`src/hdl/aqed_lock_pkg.sv`:
```
package aqed_lock_pkg;

  localparam int num_qid      = 128;
  localparam int qid_w        = 7;
  localparam int lockid_w     = 16;
  localparam int width_code_w = 3;
  localparam int crc_w        = 12;
  localparam int track_depth  = 8;

  // Flat width-code vector with three bits per QID and QID 0 in the low bits
  localparam int cfg_w = num_qid * width_code_w;

  // Width code k compresses to mix_base_w + k bits
  localparam logic [width_code_w-1:0] wcode_pass = '0;
  localparam int mix_base_w = 5;
  localparam int num_codes  = 1 << width_code_w;

  // CRC-12 over the 16-bit lock ID, one tap mask per CRC bit (bit 11 first)
  localparam logic [crc_w-1:0][lockid_w-1:0] crc_mask = {
    16'h78b1, 16'hc4e9, 16'h9ac5, 16'h35d3, 16'h6258, 16'hb12c,
    16'hd896, 16'h6c4b, 16'h4e94, 16'h274a, 16'h13a5, 16'hf163
  };

  // Mixer shifts per width code in step order
  // Steps are xor-right, xor-right, add-left, xor-right, xor-right
  localparam int unsigned mix_shift [1:num_codes-1][0:4] = '{
    '{2, 1, 3, 4, 2},
    '{1, 2, 4, 2, 3},
    '{1, 2, 4, 2, 4},
    '{1, 2, 4, 3, 5},
    '{2, 1, 5, 5, 2},
    '{1, 2, 5, 5, 3},
    '{2, 1, 5, 6, 3}
  };

  typedef struct packed {
    logic [qid_w-1:0]    qid;
    logic [lockid_w-1:0] lockid;
  } lock_req_t;

  typedef struct packed {
    logic [qid_w-1:0]    qid;
    logic [lockid_w-1:0] lockid;
    logic                busy;
    logic                full;
  } lock_res_t;

  // Lock ID here is always the compressed value
  typedef struct packed {
    logic [qid_w-1:0]    qid;
    logic [lockid_w-1:0] lockid;
  } lock_key_t;

  typedef struct packed {
    logic [qid_w-1:0]        qid;
    logic [width_code_w-1:0] code;
  } cfg_wr_t;

endpackage

```
`src/hdl/aqed_lock_track.sv`:
```
`timescale 1ns/1ps

module aqed_lock_track (
  input  logic                     clk,
  input  logic                     arst_n,
  input  aqed_lock_pkg::lock_key_t look_key,
  output logic                     look_busy,
  output logic                     look_full,
  input  logic                     acq_valid,
  input  aqed_lock_pkg::lock_key_t acq_key,
  input  logic                     rel_valid,
  input  aqed_lock_pkg::lock_key_t rel_key
);

  logic [aqed_lock_pkg::track_depth-1:0] ent_vld;
  aqed_lock_pkg::lock_key_t              ent_key [aqed_lock_pkg::track_depth];

  logic [aqed_lock_pkg::track_depth-1:0] rel_hit;
  logic [aqed_lock_pkg::track_depth-1:0] live;
  logic [aqed_lock_pkg::track_depth-1:0] free;
  logic [aqed_lock_pkg::track_depth-1:0] acq_sel;
  logic [aqed_lock_pkg::track_depth-1:0] look_hit;
  logic [aqed_lock_pkg::track_depth-1:0] vld_nxt;
  logic                                  acq_go;

  always_comb begin
    for (int i = 0; i < aqed_lock_pkg::track_depth; i++) begin
      rel_hit[i] = rel_valid && ent_vld[i] && (ent_key[i] == rel_key);
    end

    // Entries released this cycle already count as free
    live = ent_vld & ~rel_hit;
    free = ~live;

    // Lowest free entry, isolated as a one-hot mask
    acq_sel = free & (~free + 1'b1);
    acq_go  = acq_valid && (free != '0);
    vld_nxt = live | (acq_go ? acq_sel : '0);

    for (int i = 0; i < aqed_lock_pkg::track_depth; i++) begin
      look_hit[i] = live[i] && (ent_key[i] == look_key);
    end

    // The key being acquired right now is busy too, which catches
    // back-to-back identical requests
    look_busy = (|look_hit) || (acq_go && (acq_key == look_key));

    // Full means no slot is left once this cycle's acquire is in
    look_full = &vld_nxt;
  end

  always_ff @(posedge clk or negedge arst_n) begin
    if (!arst_n) begin
      ent_vld <= '0;
    end else begin
      ent_vld <= vld_nxt;
    end
  end

  always_ff @(posedge clk) begin
    for (int i = 0; i < aqed_lock_pkg::track_depth; i++) begin
      if (acq_go && acq_sel[i]) begin
        ent_key[i] <= acq_key;
      end
    end
  end

endmodule

```
`src/hdl/aqed_lockid_pipe.sv`:
```
`timescale 1ns/1ps

module aqed_lockid_pipe (
  input  logic                            clk,
  input  logic                            arst_n,
  input  logic [aqed_lock_pkg::cfg_w-1:0] cfg,
  input  logic                            in_valid,
  input  aqed_lock_pkg::lock_req_t        in_req,
  output aqed_lock_pkg::lock_key_t        look_key,
  input  logic                            look_busy,
  input  logic                            look_full,
  output logic                            acq_valid,
  output logic                            out_valid,
  output aqed_lock_pkg::lock_res_t        out_res
);

  logic                               s1_valid;
  aqed_lock_pkg::lock_req_t           s1_req;
  logic [aqed_lock_pkg::lockid_w-1:0] s1_lockid;
  logic                               s2_valid;

  always_ff @(posedge clk or negedge arst_n) begin
    if (!arst_n) begin
      s1_valid <= 1'b0;
      s2_valid <= 1'b0;
    end else begin
      s1_valid <= in_valid;
      s2_valid <= s1_valid;
    end
  end

  always_ff @(posedge clk) begin
    if (in_valid) begin
      s1_req <= in_req;
    end
  end

  // Compression and the tracker lookup both happen in stage 1
  aqed_pipe_complockid u_complockid (
    .cfg        (cfg),
    .in_lockid  (s1_req.lockid),
    .in_qid     (s1_req.qid),
    .out_lockid (s1_lockid)
  );

  assign look_key.qid    = s1_req.qid;
  assign look_key.lockid = s1_lockid;

  // Stage 2 holds the key together with the tracker's answer
  always_ff @(posedge clk) begin
    if (s1_valid) begin
      out_res.qid    <= look_key.qid;
      out_res.lockid <= look_key.lockid;
      out_res.busy   <= look_busy;
      out_res.full   <= look_full;
    end
  end

  assign out_valid = s2_valid;

  // A result that found the lock free and a slot available takes the lock
  assign acq_valid = s2_valid && !out_res.busy && !out_res.full;

endmodule

```
`src/hdl/aqed_lockid_top.sv`:
```
`timescale 1ns/1ps

module aqed_lockid_top (
  input  logic                     clk,
  input  logic                     arst_n,
  input  logic                     cfg_we,
  input  aqed_lock_pkg::cfg_wr_t   cfg_wr,
  input  logic                     in_valid,
  input  aqed_lock_pkg::lock_req_t in_req,
  input  logic                     rel_valid,
  input  aqed_lock_pkg::lock_key_t rel_key,
  output logic                     out_valid,
  output aqed_lock_pkg::lock_res_t out_res
);

  logic [aqed_lock_pkg::cfg_w-1:0] cfg;
  aqed_lock_pkg::lock_key_t        look_key;
  logic                            look_busy;
  logic                            look_full;
  logic                            acq_valid;
  aqed_lock_pkg::lock_key_t        acq_key;

  // The lock is acquired under the key that stage 2 presents
  assign acq_key.qid    = out_res.qid;
  assign acq_key.lockid = out_res.lockid;

  aqed_qid_width_cfg u_width_cfg (
    .clk    (clk),
    .arst_n (arst_n),
    .cfg_we (cfg_we),
    .cfg_wr (cfg_wr),
    .cfg    (cfg)
  );

  aqed_lockid_pipe u_pipe (
    .clk       (clk),
    .arst_n    (arst_n),
    .cfg       (cfg),
    .in_valid  (in_valid),
    .in_req    (in_req),
    .look_key  (look_key),
    .look_busy (look_busy),
    .look_full (look_full),
    .acq_valid (acq_valid),
    .out_valid (out_valid),
    .out_res   (out_res)
  );

  aqed_lock_track u_track (
    .clk       (clk),
    .arst_n    (arst_n),
    .look_key  (look_key),
    .look_busy (look_busy),
    .look_full (look_full),
    .acq_valid (acq_valid),
    .acq_key   (acq_key),
    .rel_valid (rel_valid),
    .rel_key   (rel_key)
  );

endmodule

```
`src/hdl/aqed_pipe_complockid.sv`:
```
`timescale 1ns/1ps

module aqed_pipe_complockid (
  input  logic [aqed_lock_pkg::cfg_w-1:0]    cfg,
  input  logic [aqed_lock_pkg::lockid_w-1:0] in_lockid,
  input  logic [aqed_lock_pkg::qid_w-1:0]    in_qid,
  output logic [aqed_lock_pkg::lockid_w-1:0] out_lockid
);

  logic [aqed_lock_pkg::crc_w-1:0]        crc;
  logic [aqed_lock_pkg::width_code_w-1:0] code;

  // One candidate per width code, already zero-filled to the full lock ID width
  logic [aqed_lock_pkg::lockid_w-1:0] cand [aqed_lock_pkg::num_codes];

  // Runs the five mix steps on the low w bits of the hash
  // Right shifts stay inside w bits on their own, only the add needs the mask
  function automatic logic [aqed_lock_pkg::lockid_w-1:0] mix_hash(
    input logic [aqed_lock_pkg::crc_w-1:0] h,
    input int unsigned                     w,
    input int unsigned                     s0,
    input int unsigned                     s1,
    input int unsigned                     s2,
    input int unsigned                     s3,
    input int unsigned                     s4
  );
    logic [aqed_lock_pkg::crc_w-1:0] keep;
    logic [aqed_lock_pkg::crc_w-1:0] x;
    keep = {aqed_lock_pkg::crc_w{1'b1}} >> (aqed_lock_pkg::crc_w - w);
    x = h & keep;
    x = x ^ (x >> s0);
    x = x ^ (x >> s1);
    x = (x + (x << s2)) & keep;
    x = x ^ (x >> s3);
    x = x ^ (x >> s4);
    return {{(aqed_lock_pkg::lockid_w - aqed_lock_pkg::crc_w){1'b0}}, x};
  endfunction

  // Parallel CRC-12, each bit is the parity of the lock ID under its tap mask
  always_comb begin
    for (int i = 0; i < aqed_lock_pkg::crc_w; i++) begin
      crc[i] = ^(in_lockid & aqed_lock_pkg::crc_mask[i]);
    end
  end

  // Code 0 keeps the raw lock ID
  assign cand[aqed_lock_pkg::wcode_pass] = in_lockid;

  // Seven mixers, code k gives a 5+k bit result
  for (genvar k = 1; k < aqed_lock_pkg::num_codes; k++) begin : g_mix
    assign cand[k] = mix_hash(crc,
                              aqed_lock_pkg::mix_base_w + k,
                              aqed_lock_pkg::mix_shift[k][0],
                              aqed_lock_pkg::mix_shift[k][1],
                              aqed_lock_pkg::mix_shift[k][2],
                              aqed_lock_pkg::mix_shift[k][3],
                              aqed_lock_pkg::mix_shift[k][4]);
  end

  // Pick the mixer that the QID is configured for
  always_comb begin
    code       = cfg[in_qid*aqed_lock_pkg::width_code_w +: aqed_lock_pkg::width_code_w];
    out_lockid = cand[code];
  end

endmodule

```
`src/hdl/aqed_qid_width_cfg.sv`:
```
`timescale 1ns/1ps

module aqed_qid_width_cfg (
  input  logic                            clk,
  input  logic                            arst_n,
  input  logic                            cfg_we,
  input  aqed_lock_pkg::cfg_wr_t          cfg_wr,
  output logic [aqed_lock_pkg::cfg_w-1:0] cfg
);

  // One width code per QID
  logic [aqed_lock_pkg::width_code_w-1:0] code_q [aqed_lock_pkg::num_qid];

  // A write lands on the edge that samples cfg_we, so a request captured
  // on that same edge is compressed with the new code
  always_ff @(posedge clk or negedge arst_n) begin
    if (!arst_n) begin
      for (int q = 0; q < aqed_lock_pkg::num_qid; q++) begin
        code_q[q] <= '0;
      end
    end else if (cfg_we) begin
      code_q[cfg_wr.qid] <= cfg_wr.code;
    end
  end

  // The compressor indexes this vector by QID
  always_comb begin
    for (int q = 0; q < aqed_lock_pkg::num_qid; q++) begin
      cfg[q*aqed_lock_pkg::width_code_w +: aqed_lock_pkg::width_code_w] = code_q[q];
    end
  end

endmodule

```
`config.mk`:
```
export PLATFORM = sky130hd
export DESIGN_NAME = aqed_lockid_top
export DESIGN_NICKNAME = d
export VERILOG_FILES = /design/src/hdl/aqed_lock_pkg.sv /design/src/hdl/aqed_lock_track.sv /design/src/hdl/aqed_lockid_pipe.sv /design/src/hdl/aqed_lockid_top.sv /design/src/hdl/aqed_pipe_complockid.sv /design/src/hdl/aqed_qid_width_cfg.sv
export SDC_FILE = /design/constraint.sdc
export NUM_CORES = 1
export LEC_CHECK = 0
export BUFFER_PORTS_ARGS = -buffer_cell sky130_fd_sc_hd__buf_2
export CORE_MARGIN = 10
export CORE_UTILIZATION = 30
export CTS_CLUSTER_SIZE = 30
export DETAILED_ROUTE_END_ITERATION = 7
export SLEW_MARGIN = 20
export SYNTH_ARGS = -nofsm -noshare
export SYNTH_HDL_FRONTEND = slang
export SYNTH_SLANG_ARGS = --single-unit
```
`constraint.sdc`:
```
create_clock -name clk -period 7.7 [get_ports clk]
set_input_delay 0 -clock clk [delete_from_list [all_inputs] [get_ports clk]]
set_output_delay 0 -clock clk [all_outputs]
set_load 0.05 [all_outputs]
```
* Word level (Yosys, flattened, before mapping)
Memories as Yosys holds them, arrays and structs flattened.
Cells that the tools add are included.
** Operators by class
- Bitwise gates (word level) :: 36
- Eq/ne operators :: 17
- Magnitude comparators :: 3
- Shift-type cells :: 1
- Multiplexer cells :: 44
- Add/subtract/negate cells :: 8
- Multiply operators :: 1
- Reduce and logical (&&, ||, !) cells :: 62
** Operator list (count)
- $eq A23 B23 Y1 :: 17
- $bwmux W384 :: 1
- $shiftx A384 B10 Y3 :: 1
- $reduce_xor A16 Y1 :: 12
- $mux W23 :: 7
- $reduce_or A23 Y1 :: 7
- $bmux W16 S3 :: 1
- $logic_and A1 B1 Y1 :: 37
- $mux W16 :: 2
- $mux W3 :: 8
- $not A8 Y8 :: 3
- $xor A12 B10 Y12 :: 2
- $xor A12 B9 Y12 :: 2
- $mux W1 :: 23
- $demux W3 S7 :: 1
- $and A8 B8 Y8 :: 2
- $xor A8 B6 Y8 :: 2
- $xor A7 B5 Y7 :: 2
- $add A12 B12 Y12 :: 1
- $xor A12 B11 Y12 :: 1
- $xor A12 B6 Y12 :: 1
- $xor A12 B7 Y12 :: 1
- $xor A6 B4 Y6 :: 2
- $add A11 B11 Y11 :: 1
- other kinds (34) :: 35
** Storage, ports and cells
- Word-level logic and storage cells :: 310
- Output and inout bits :: 26
- Bits in registers :: 442
- Memories kept :: 1
- Input port bits :: 61
- RAM bits :: 184
** Memories
- u_track.ent_key :: words 8, bits a word 23, rd ports 8, clocked after memory_dff 0, write ports 1, line aqed_lock_track.sv:16 : aqed_lock_pkg::lock_key_t ent_key [aqed_lock_pkg::track_depth];

* Logic depth before layout (Yosys ltp)
An unclocked memory read counts as a cell.
- Depth in word-level cells :: 20
- Mapped depth :: 24
- Gate-level depth less buffers :: 22

* Modules after synthesis
Synthesis repeated with hierarchy kept, for this count alone.
** Unflattened totals
- Cells, all modules :: 2441
- Area, all modules :: 33821.2 sq um
** By module, submodules not included
- aqed_qid_width_cfg :: area each 15069.5 sq um, cells each 992, times used 1, seq. area each 9609.2 sq um
- aqed_lock_track :: area each 10701.5 sq um, cells each 815, times used 1, seq. area each 5725.5 sq um
- aqed_pipe_complockid :: area each 6493.7 sq um, cells each 576, times used 1, seq. area each 0.0 sq um
- aqed_lockid_pipe :: area each 1556.5 sq um, cells each 58, times used 1, seq. area each 1491.4 sq um

* Worst setup path before layout
OpenSTA, ideal clock, no wires.
- Kind :: reg-to-reg
- Start point :: register u_pipe.s1_req[14] in the netlist's numbering
- End point :: register, netlist name u_pipe.out_res[1]
- Cell stages (with the launch flop) :: 22
- Data arrival time :: 5.450 ns
- Setup time :: 0.162 ns
- Buffers on the path :: 2
- Setup slack :: 2.088 ns
- Cell sequence :: edfxtp_1 buf_4 xor3_2 xor2_4 xnor3_2 xor2_2 inv_1 ha_1 inv_1 fa_1 clkbuf_1 xnor2_1 a21oi_1 o31a_1 a32o_1 o21ai_2 xor2_1 a2111oi_0 nand4_1 nor4_1 o31ai_1 o2111ai_1
** RTL lines
- start, declared :: line aqed_lockid_pipe.sv:18 : aqed_lock_pkg::lock_req_t s1_req;
- start signal, assigned :: line aqed_lockid_pipe.sv:34 : s1_req <= in_req;

==> summary.md <==
| Metric | Value |
|---|---|
| Outcome | `finished with violations` |
| Violated checks | `negative hold slack` |
| Crit path cell chain | `xnor3_2, xnor2_1, xnor3_2, xor2_2, inv_1, ha_1, inv_1, fa_1, inv_1, a31o_1, o211ai_1, a21oi_1, o21ai_0, nand2_1, xnor2_1, o2111ai_1, a2111oi_0, buf_4, o2111ai_1, nor2b_1, o2111ai_1` |
| Global-route wire length before repair | `185 mm` |
| Kind of start point of the critical path | `flip-flop` |
| Post-Route Hold Slack | `-0.00865 ns` |
| Die Outline Area | `136,000 sq um` |
| Cts-stage hold buffer count | `28` |
| Prevailing post-synth register cell | `sky130_fd_sc_hd__dfrtp_1` |
| Synthesized area per cell | `12.0 sq um` |
| Die Y | `369 um` |
| Ratio of cells with drive above 1 in the final layout | `26.1%` |
| Ports placed on the boundary | `87` |
| FF-to-FF Start | `u_pipe.s1_req[8]$_DFFE_PP_` |
| Post-synth cell types | `107` |
| Post-synth EDFFs | `232` |
| Starting utilization of the core area | `30.3%` |
| Share of the synthesized netlist area taken by xor and xnor gates | `13.8%` |
| Final max-slew violation count | `0` |
| Initial antenna violation count | `5` |
| Via density | `5.46` |
| Synthesized-area fraction occupied by and/or/nand/nor cells | `9.82%` |
| All-layer global routing usage | `17.9%` |
| Number of H-tree branching levels | `3` |
| Total number of placement rows | `127` |
| Fmax | `142 MHz` |
| Proportion of synthesized area in mux cells | `18.7%` |
| Number of cells on the critical path | `21` |
| Hold Vio Cnt, Final | `4` |
| Number of setup buffers added after CTS | `0` |
| Global placement routability congestion | `0.981` |
| Number of register bits inferred by synthesis | `626` |
| 1st-iter DRT viols | `2,645` |
| Clock sinks | `626` |
| Multi-input combinational cell area | `18,700 sq um` |
| Synthesized Nets | `3,110` |
| CTS tree | `done` |
| Largest area contributor in the netlist | `sky130_fd_sc_hd__dfrtp_1` |
| Relative slew slack | `24.6%` |
| Overall overflow remaining after global route | `0` |
| Combinational family with the most area after synthesis | `multiplexers` |
| Worst setup path category | `reg2reg` |
| CP Data Required Time | `8.15 ns` |
| Ratio of final minimum period to clock period | `91.3%` |
| Post-synthesis sequential area ratio | `46.1%` |
| Synth Area in Compound Gates | `7.99%` |
| CP arrival | `7.47 ns` |
| DR vias | `26,100` |
| Synth top area share | `27.0%` |
| Number of routed nets with antenna violations | `0` |
| Port buffer count | `86` |
| Pre-Repair DR Iteration Count | `6` |
| Unrepaired setup endpoints after global routing | `false` |
| DRC violation count after routing | `0` |
| Number of filler instances in the final layout | `12,000` |
| Core Footprint | `120,000 sq um` |
| Worst Clk Skew | `0.0448 ns` |
| Adder-cell area share of the yosys netlist | `0.764%` |
| Path category of the worst min-delay check | `in2async` |
| Final standard cell utilization of the core | `34.5%` |
| # nets final | `3,202` |
| Async S/R FF share, synth | `62.9%` |
| Clock-pin slew on the worst setup and hold paths | `0.06 ns` |
| Register area | `16,800 sq um` |
| Worst Setup End Kind | `flip-flop` |
| Tmin final | `7.03 ns` |
| Final-layout setup total negative slack | `0 ns` |
| Biggest area contributors in the synthesized netlist | `sky130_fd_sc_hd__dfrtp_1 (27%), sky130_fd_sc_hd__edfxtp_1 (19%), sky130_fd_sc_hd__mux2_2 (12%)` |
| Maximum buffer depth of the clock tree | `3` |
| Clk Latency, worst-skew pair | `0.63 ns` |
| Reg2reg setup slack | `0.67 ns` |
| Worst reg-to-reg path cell count | `21` |
| Total of cells resized after clock tree synthesis | `0` |
| Detailed-route wire length | `126 mm` |
| WP buf/inv | `4` |
| HPWL after DPL | `92.1 mm` |
| Endpoint of the worst register-to-register path | `u_pipe.out_res[1]$_DFFE_PP_` |
| CTS Root Cell | `sky130_fd_sc_hd__clkbuf_16` |
| Number of CTS-inserted buffers | `68` |
| Largest fanout on the critical path | `12` |
| Number of synthesis warnings | `0` |
| Max-cap violations | `0` |
| Pin count of the biggest net entering global routing | `108` |
| Number of global-route vias before repair | `26,200` |
| Final number of setup-violating endpoints | `0` |
| Die width | `369 um` |
| Stage delay of the slowest cell on the critical path | `0.74 ns` |
| WL per Instance | `26.3 um` |
| Cell type group with the largest total delay on the critical path | `compound AO/OA/AOI/OAI gates` |
| Cell with the largest stage delay on the worst path | `sky130_fd_sc_hd__a2111oi_0` |
| Synthesized area | `36,500 sq um` |
| Area growth from synthesis to layout | `13.9%` |
| Slew at the pin with the worst max-slew slack | `1.13 ns` |
| Post-synthesis instance total | `3,030` |
[worst reg2reg max path, delay by kind of cell (launching register included)]
family,cells,cell delay (ns)
buf+inv,4,0.51
xor+xnor,5,2.24
flops,1,0.72
simple gates,2,0.54
compound gates,8,2.34
fa+ha+maj,2,0.53
[flip-flops by register name (all words and copies together) (netlist names)]
name / cells
u_width_cfg.cfg: 384
u_track.ent_key: 184
u_pipe.out_res: 25
u_pipe.s1_req: 16
u_track.ent_vld: 8
u_pipe.look_key: 7
u_pipe.out_valid: 1
u_pipe.s1_valid: 1
[how the worst max path moves through the flow]
| stage | startpoint | end | slack (ns) |
|---|---|---|---|
| 6_report | u_pipe.s1_req[8]$_DFFE_PP_ | u_pipe.out_res[1]$_DFFE_PP_ | 0.67 |
| 5_1_grt | u_pipe.s1_req[8]$_DFFE_PP_ | u_pipe.out_res[1]$_DFFE_PP_ | 0.31 |
| 4_1_cts | u_pipe.s1_req[8]$_DFFE_PP_ | u_pipe.out_res[1]$_DFFE_PP_ | 0.88 |
| 3_5_place_dp | u_pipe.s1_req[8]$_DFFE_PP_ | u_pipe.out_res[1]$_DFFE_PP_ | 0.91 |
| 3_3_place_gp | u_pipe.s1_req[8]$_DFFE_PP_ | u_pipe.out_res[1]$_DFFE_PP_ | 1.00 |
| 2_1_floorplan | u_pipe.s1_req[14]$_DFFE_PP_ | u_pipe.out_res[1]$_DFFE_PP_ | 2.09 |
[layout make-up]
cell class                      instances  share of cell area (%)
Multi-Input combinational cell       2160                    45.0
Sequential cell                       626                    40.5
Timing Repair Buffer                  209                    3.59
Inverter                               57                   0.521
Clock inverter                         22                   0.768
Clock buffer                          100                    4.79
Tap cell                             1612                    4.85
Antenna cell                            1                 0.00602
[cells by family (layout without fill, tap and decap cells)]
group,count (synthesis),in the layout
AO/OA/AOI/OAI,402,402
XOR/XNOR,479,479
adder cells (fa/ha/maj),20,20
buffers and inverters,244,388
flip-flops,626,626
multiplexers,557,557
other,0,1
AND/OR/NAND/NOR,702,702
[layout by cell type (no fill, tap or decap), drive strengths merged, types with 14 or more instances in the layout]
master,instances
a2111oi,15
a211oi,16
a21oi,67
a22oi,44
a31oi,28
and2,16
buf,181
clkbuf,100
dfrtp,394
dlygate4sd3,28
edfxtp,232
ha,15
inv,61
mux2,394
mux2i,103
mux4,60
nand2,178
nand2b,22
nand3,51
nand4,59
nor2,144
nor2b,26
nor3,53
nor4,69
o211ai,22
o21ai,55
o22ai,15
o31ai,15
or2,14
or3,22
xnor2,238
xnor3,33
xor2,202
[Yosys cell counts (all sizes together), types with 53 or more instances]
| master | number |
|---|---|
| inv | 56 |
| o21ai | 55 |
| xnor2 | 238 |
| xor2 | 202 |
| mux4 | 60 |
| nand4 | 59 |
| clkbuf | 117 |
| buf | 70 |
| dfrtp | 394 |
| nor4 | 69 |
| nor3 | 53 |
| edfxtp | 232 |
| mux2i | 103 |
| a21oi | 67 |
| mux2 | 394 |
| nand2 | 178 |
| nor2 | 144 |
[per-layer routing]
metal / routed length, um / share of wire, % / track usage (%)
met3: 10500 / 8.3 / 3.86
met4: 4530 / 3.6 / 5.84
met1: 53300 / 42 / 24.0
met5: 27 / 0.021 / 0
met2: 57600 / 46 / 28.6
[stage by stage]
stage               area, sq um  worst slack (ns)  instances
finish                    41600             0.672       4787
global route              41600             0.306       4786
CTS                       41500             0.876       4785
detailed placement        38900             0.911       4635
global placement          38900              1.00       4635
floorplan                 36500              2.09       3030
Power is left out: the tool's default activity adds up to more than one toggle a clock period on the data nets, which glitch-free logic cannot reach.
